### src/hdl/wb_pkg.sv
`default_nettype none

package wb_pkg;

    localparam int wb_data_width = 16;
    localparam int wb_addr_width = 32;
    localparam int wb_sel_width = wb_data_width / 8;

    // classic cycle request, held by the master until ack
    typedef struct packed {
        logic                     cyc;
        logic                     stb;
        logic                     we;
        logic [wb_addr_width-1:0] adr;
        logic [wb_data_width-1:0] dat;
        logic [wb_sel_width-1:0]  sel;
    } wb_req_t;

    typedef struct packed {
        logic                     ack;
        logic [wb_data_width-1:0] dat;
    } wb_rsp_t;

    // **************************************************
    // register map, word offsets on the config port
    // **************************************************
    localparam int reg_offset_bits = 2;

    localparam logic [reg_offset_bits-1:0] reg_hold_offset = 2'd0;
    localparam logic [reg_offset_bits-1:0] reg_bcr_offset = 2'd1;
    localparam logic [reg_offset_bits-1:0] reg_status_offset = 2'd2;

    // status bit set while a configuration update is pending
    localparam int status_busy_bit = 0;

endpackage

`default_nettype wire

### src/hdl/psram_pkg.sv
`default_nettype none

package psram_pkg;

    localparam int data_width = 16;
    localparam int pin_addr_width = 23;
    localparam int latency_width = 4;

    // device default latency after reset
    localparam logic [latency_width-1:0] bcr_reset_latency = 4'd4;

    // configuration word as the device stores it
    typedef struct packed {
        logic [data_width-latency_width-2:0] reserved;
        logic                                wait_polarity;
        logic [latency_width-1:0]            latency;
    } psram_bcr_t;

    // the same bus word is plain data or, with cre set, the configuration word
    typedef union packed {
        logic [data_width-1:0] raw;
        psram_bcr_t            bcr;
    } psram_word_u;

    // device pins, all strobes active low except cre
    typedef struct packed {
        logic [pin_addr_width-1:0] addr;
        logic                      adv_l;
        logic                      ce_l;
        logic                      oe_l;
        logic                      we_l;
        logic                      ub_l;
        logic                      lb_l;
        logic                      cre;
    } psram_pins_t;

    localparam psram_bcr_t bcr_default = '{
        reserved:      '0,
        wait_polarity: 1'b0,
        latency:       bcr_reset_latency
    };

endpackage

`default_nettype wire
### src/hdl/psram_timing_regs.sv
`timescale 1ns/1ps
`default_nettype none

module psram_timing_regs (
    input  wire                   clk,
    input  wire                   reset,
    input  wire wb_pkg::wb_req_t  cfg_req,
    output wb_pkg::wb_rsp_t       cfg_rsp,
    output logic [3:0]            hold_cycles,
    output psram_pkg::psram_bcr_t bcr,
    output logic                  bcr_update,
    input  wire                   bcr_done
);

    logic                                 accept;
    logic                                 cfg_ack;
    logic [wb_pkg::wb_data_width-1:0]     cfg_rdata;
    logic [wb_pkg::wb_data_width-1:0]     read_word;
    logic [wb_pkg::reg_offset_bits-1:0]   offset;

    assign offset = cfg_req.adr[wb_pkg::reg_offset_bits-1:0];

    // a new cycle is taken only once the previous ack has gone out
    assign accept = cfg_req.cyc && cfg_req.stb && !cfg_ack;

    always_comb begin
        read_word = '0;
        case (offset)
            wb_pkg::reg_hold_offset: read_word[3:0] = hold_cycles;
            wb_pkg::reg_bcr_offset: read_word = bcr;
            wb_pkg::reg_status_offset: read_word[wb_pkg::status_busy_bit] = bcr_update;
            default: read_word = '0;
        endcase
    end

    // bcr_update comes up after reset so the device picks up the register value
    always_ff @(posedge clk) begin
        if (reset) begin
            cfg_ack <= 1'b0;
            hold_cycles <= '0;
            bcr <= psram_pkg::bcr_default;
            bcr_update <= 1'b1;
        end else begin
            cfg_ack <= accept;
            if (bcr_done) begin
                bcr_update <= 1'b0;
            end
            if (accept && cfg_req.we) begin
                case (offset)
                    wb_pkg::reg_hold_offset: hold_cycles <= cfg_req.dat[3:0];
                    wb_pkg::reg_bcr_offset: begin
                        bcr <= cfg_req.dat;
                        // a new word overrides a done arriving in the same cycle
                        bcr_update <= 1'b1;
                    end
                    default: ;
                endcase
            end
        end
    end

    always_ff @(posedge clk) begin
        if (accept) begin
            cfg_rdata <= read_word;
        end
    end

    assign cfg_rsp.ack = cfg_ack;
    assign cfg_rsp.dat = cfg_rdata;

endmodule

`default_nettype wire

### config.mk
export PLATFORM = sky130hd
export DESIGN_NAME = psram_timing_regs
export DESIGN_NICKNAME = d
export VERILOG_FILES = /design/src/hdl/wb_pkg.sv /design/src/hdl/psram_pkg.sv /design/src/hdl/psram_timing_regs.sv
export SDC_FILE = /design/constraint.sdc
export NUM_CORES = 1
export LEC_CHECK = 0
export BUFFER_PORTS_ARGS = -buffer_cell sky130_fd_sc_hd__buf_2
export CAP_MARGIN = 20
export CORE_ASPECT_RATIO = 0.75
export CORE_MARGIN = 4
export CORE_UTILIZATION = 43
export DETAILED_ROUTE_END_ITERATION = 10
export PLACE_DENSITY = 0.82
export SKIP_CTS_REPAIR_TIMING = 1
export SLEW_MARGIN = 10
export SYNTH_ARGS = -nofsm -noshare
export SYNTH_HDL_FRONTEND = slang
export SYNTH_SLANG_ARGS = --single-unit
### constraint.sdc
create_clock -name clk -period 2 [get_ports clk]
set_input_delay 0.6 -clock clk [delete_from_list [all_inputs] [get_ports clk]]
set_output_delay 0.6 -clock clk [all_outputs]
set_load 0.02 [all_outputs]
# Word-level counts from Yosys, hierarchy flattened
# Cells that the tools add are included.
[word_totals] word_cells=22 inputBits=56 regBits=38 output_inout_bits=38
[op_classes] n_reduce_logical=7 n_mux=5 n_eq_ne=2
[op_table] op="$pmux W3 S2" n=1
[op_table] op="$reduce_and A2 Y1" n=2
[op_table] op="$logic_and A1 B1 Y1" n=3
[op_table] op="$mux W1" n=3
[op_table] op="$pmux W1 S3" n=1
[op_table] op="$eq A2 B1 Y1 const B" n=1
[op_table] op="$eq A2 B2 Y1 const B" n=1
[op_table] op="$logic_not A2 Y1" n=1
[op_table] op="$logic_not A1 Y1" n=1

# Depth between registers and ports, before layout
[depth] depth_word=4 mapped_depth=6 depth_no_buf=3

# Worst setup path before layout
# OpenSTA, ideal clock, no wires.
[synth_path] kind="input -> register" from="input cfg_req[51] (netlist name)" to="register bcr[0] (netlist name)" n_path_buf=2 stages=5 setup_time_ns=0.072 setup_slack_ns=0.088 required_time_ns=1.928 t_arrival_ns=1.840 path_cell_list="and3b_1 -> and3_4 -> buf_6 -> buf_12 -> mux2i_1"
[synth_via] elab_chain_cells=4
[synth_lines] element="start, declared" line_no="psram_timing_regs.sv:7" text="input wire wb_pkg::wb_req_t cfg_req,"
[synth_lines] element="$logic_and A1 B1 Y1 (2 in series)" line_no="psram_timing_regs.sv:24" text="assign accept = cfg_req.cyc && cfg_req.stb && !cfg_ack;"
[synth_lines] element="$logic_and A1 B1 Y1" line_no="psram_timing_regs.sv:48" text="if (accept && cfg_req.we) begin"
[synth_lines] element="$reduce_and A2 Y1 (no source line)"
[synth_lines] element="end signal, assigned" line_no="psram_timing_regs.sv:41" text="bcr <= psram_pkg::bcr_default;"
[synth_lines] element="end signal, assigned" line_no="psram_timing_regs.sv:52" text="bcr <= cfg_req.dat;"
[synth_lines] element="end, declared" line_no="psram_timing_regs.sv:10" text="output psram_pkg::psram_bcr_t bcr,"
# Every way passes these cells.
# A chain may end at the register's enable or synchronous reset.

# Worst setup path in the final report
[layout_path] from="register bcr[10] (netlist name)" to="output bcr[10] (netlist name)"
# No word-level cell between the ends.

==> results.tsv <==
stage	metric	value	unit
global_routing	gr usage total	13.3	%
routing	Post-Route WL	3130	µm
layout	area occupied by multi-input gates	643	µm²
yosys	Mapped Cells	136	
cts	CTS Sinks	38	
worst_hold_path	HP Start	hold_cycles[1]$_SDFFE_PP0P_	
cts	CTS tree	yes	
global_routing	gr ovfl total	0	
job	Max-Cap Viols	0	
layout	FF+latch area	921	µm²
timing	Post-Route Setup TNS	0	ps
floorplanning	# rows	19	
placement	Post-DP HPWL	2430	µm
yosys	largest cells by area after synthesis	edfxtp_1, dfxtp_1, mux2i_1, nand2b_1, and2_1	
worst_hold_path	worst hold path class	flop to flop	
yosys	Mapped Avg Cell Area	12.0	µm²
global_routing	vias in the first global route	1001	
timing	Tcrit/Tclk final	72.2	%
global_routing	met3 usage	3.22	%
timing	final setup fails	0	
pwr	Clk pwr share	38.4	%
worst_setup_path	family with the most delay on the worst path	flip-flops	
floorplanning	I/O pin count	94	
pwr	cell area power density	764	nW/µm²
cts	Clock transition at path regs	70	ps
global_routing	largest net degree at the start of global routing	40	
global_routing	met1 Use GR	18.1	%
floorplanning	Die Width	79.2	µm
yosys	Unique masters post-synth	24	
timing	fmax	692	MHz
timing	clk_skew	3.59	ps
global_routing	most used routing layer	met2	
layout	ANT cells	0	
cts	TritonCTS Buffers	5	
pwr	P_sw	0.326	mW
worst_setup_path	CP Class	flop to primary output	
cts	clock latency at the later pin of the worst-skew pair	280	ps
worst_setup_path	CP max stage delay	380	ps
global_routing	met2 usage	20.4	%
layout	most frequent cells in the layout	buf_2, nand2b_1, mux2i_1, dfxtp_1, edfxtp_1	
yosys	synthesized area	1640	µm²
cts	H-tree Lvls	2	
yosys	syn nets	192	
worst_setup_path	reg-to-reg slack, setup	740	ps
layout	fin area	2060	µm²
timing	Rel. slew slack	67.4	%
floorplanning	Initial Util	44.7	%
cts	clk root buf	clkbuf_8	
layout	Final #Nets	253	
pwr	maximum VDD drop	0.000544	V
worst_setup_path	cells on worst reg2reg path	3	
layout	share of post-route cells with drive strength above 1	37.6	%
floorplanning	Core ar.	3660	µm²
worst_setup_path	crit path max fanout	3	
worst_setup_path	Slowest-stage cell, CP	dfxtp_1	
worst_setup_path	Req. time, crit path	1400	ps
global_routing	initial antenna violation count	0	
worst_setup_path	CP Cell Sequence	buf_2	
pwr	combinational share of power	8.6	%
layout	commonest non-fill, non-tap cell in the layout	buf_2	
placement	I/O Buffers	61	
timing	RSZ-0062 raised after global routing	false	
timing	Hold WS	488	ps
timing	final max-slew violation count	0	
timing	Final Critical Period	1440	ps
routing	First-pass DRT Iterations	4	
worst_hold_path	Worst Hold Depth	2	
routing	Detail Route Antenna Nets	0	
outcome	outcome	completed	
layout	utilization after layout	56.2	%
worst_setup_path	CP endpoint kind	primary output	
pwr	switching share of power	20.8	%
routing	DR DRC count	0	
routing	number of vias per cell	4.46	
worst_setup_path	Worst R2R Start	cfg_ack$_SDFF_PP0_	
floorplanning	DIE AREA	4870	µm²
routing	total number of vias	1111	
yosys	share of the synthesized area in the top cell type	29.4	%
yosys	synth warn	0	
layout	Fill cells	357	
worst_hold_path	worst hold endpoint	hold_cycles[1]$_SDFFE_PP0P_	
placement	GPL Wtd Cong	0.823	
routing	DR iter-0 viols	63	
pwr	leakage	0.891	nW
timing	Final Hold Vio Count	0	
floorplanning	die height	61.4	µm
routing	DR WL/cell	12.6	µm
yosys	Yosys top cell by area	edfxtp_1	
yosys	register area share after synthesis	56.3	%
worst_setup_path	crit path DAT	840	ps
cts	clk buf depth	2	
global_routing	first-pass GRT wire length	4800	µm
timing	actual slew at the worst max-slew pin	489	ps
placement	Placed Area	1950	µm²
pwr	part of the power in registers	53.1	%
worst_setup_path	startpoint types	flop	
worst_setup_path	WP buf/inv	1	
layout	Synth-to-Final Area Change	25.6	%
yosys	post-synthesis register bit count	38	
pwr	Int Pwr	1.25	mW
worst_setup_path	capturing point of the worst reg2reg path	hold_cycles[0]$_SDFFE_PP0P_	
-- cell type report --
type / instances / share of cell area (%)
clock buffers: 5 / 3.35
well taps: 52 / 3.16
inverters: 1 / 0.183
flip-flops and latches: 38 / 44.8
multi-input cells: 88 / 31.3
clock inverters: 2 / 1.64
repair buffers: 63 / 15.6
-- Yosys cell counts --
| cell | count |
|---|---|
| buf_6 | 2 |
| clkbuf_1 | 5 |
| nand4b_1 | 1 |
| o21ai_0 | 1 |
| and2_2 | 2 |
| inv_1 | 1 |
| and3b_1 | 1 |
| nand3_1 | 1 |
| or3_2 | 1 |
| nor2b_1 | 1 |
| buf_12 | 1 |
| and3_4 | 1 |
| nand2_1 | 1 |
| nand2b_1 | 35 |
| a21oi_1 | 1 |
| nor2b_4 | 1 |
| buf_4 | 1 |
| mux2i_1 | 24 |
| nor3_1 | 1 |
| and2_1 | 10 |
| edfxtp_1 | 16 |
| dfxtp_1 | 22 |
| nand3b_1 | 1 |
| nor2_1 | 5 |
-- power by group through the flow --
stage	sequential (mW)	clock [mW]	combinational (mW)
floorplan	0.876	0	0.0601
global placement	0.851	0	0.135
detailed placement	0.852	0	0.136
CTS	0.834	0.624	0.136
global route	0.836	0.648	0.148
finish	0.834	0.603	0.135
-- routing by layer --
metal  share of wire, %  vias up
met5                  0        -
met4                1.5        0
met3                5.2        5
met2                 46       30
met1                 47      498
li1                   -      578
-- kinds of logic after synthesis --
| family | synth area share, % |
|---|---|
| flops | 56.3 |
| compound gates | 0.611 |
| simple gates | 24.0 |
| mux | 14.7 |
| buf+inv | 4.43 |
-- registers in the layout, summed over array words and instances, names as in the netlist --
signal / count
hold_cycles: 4
bcr: 16
cfg_ack: 1
cfg_rdata: 16
bcr_update: 1
-- worst max path at each step --
stage / startpoint / end / slack (ps) / depth (start not counted)
after global routing: bcr[11]$_SDFFE_PP0P_ / bcr[11] / 510 / 1
after global placement: cfg_req[18] / bcr[11]$_SDFFE_PP0P_ / 360 / 4
final: bcr[10]$_SDFFE_PP0P_ / bcr[10] / 560 / 1
after CTS: bcr[10]$_SDFFE_PP0P_ / bcr[10] / 530 / 1
after floorplan: cfg_req[51] / bcr[0]$_SDFFE_PP0P_ / 90 / 5
after detailed placement: cfg_req[18] / bcr[10]$_SDFFE_PP0P_ / 330 / 4
-- through the flow --
stage | setup WS (ps) | total power [mW] | std cells
2_1_floorplan | 88.3 | 0.936 | 136
3_3_place_gp | 361 | 0.986 | 242
3_5_place_dp | 333 | 0.988 | 242
4_1_cts | 535 | 1.59 | 249
5_1_grt | 510 | 1.63 | 249
6_report | 556 | 1.57 | 249
Note: power is estimated with default switching activity, not from simulation.
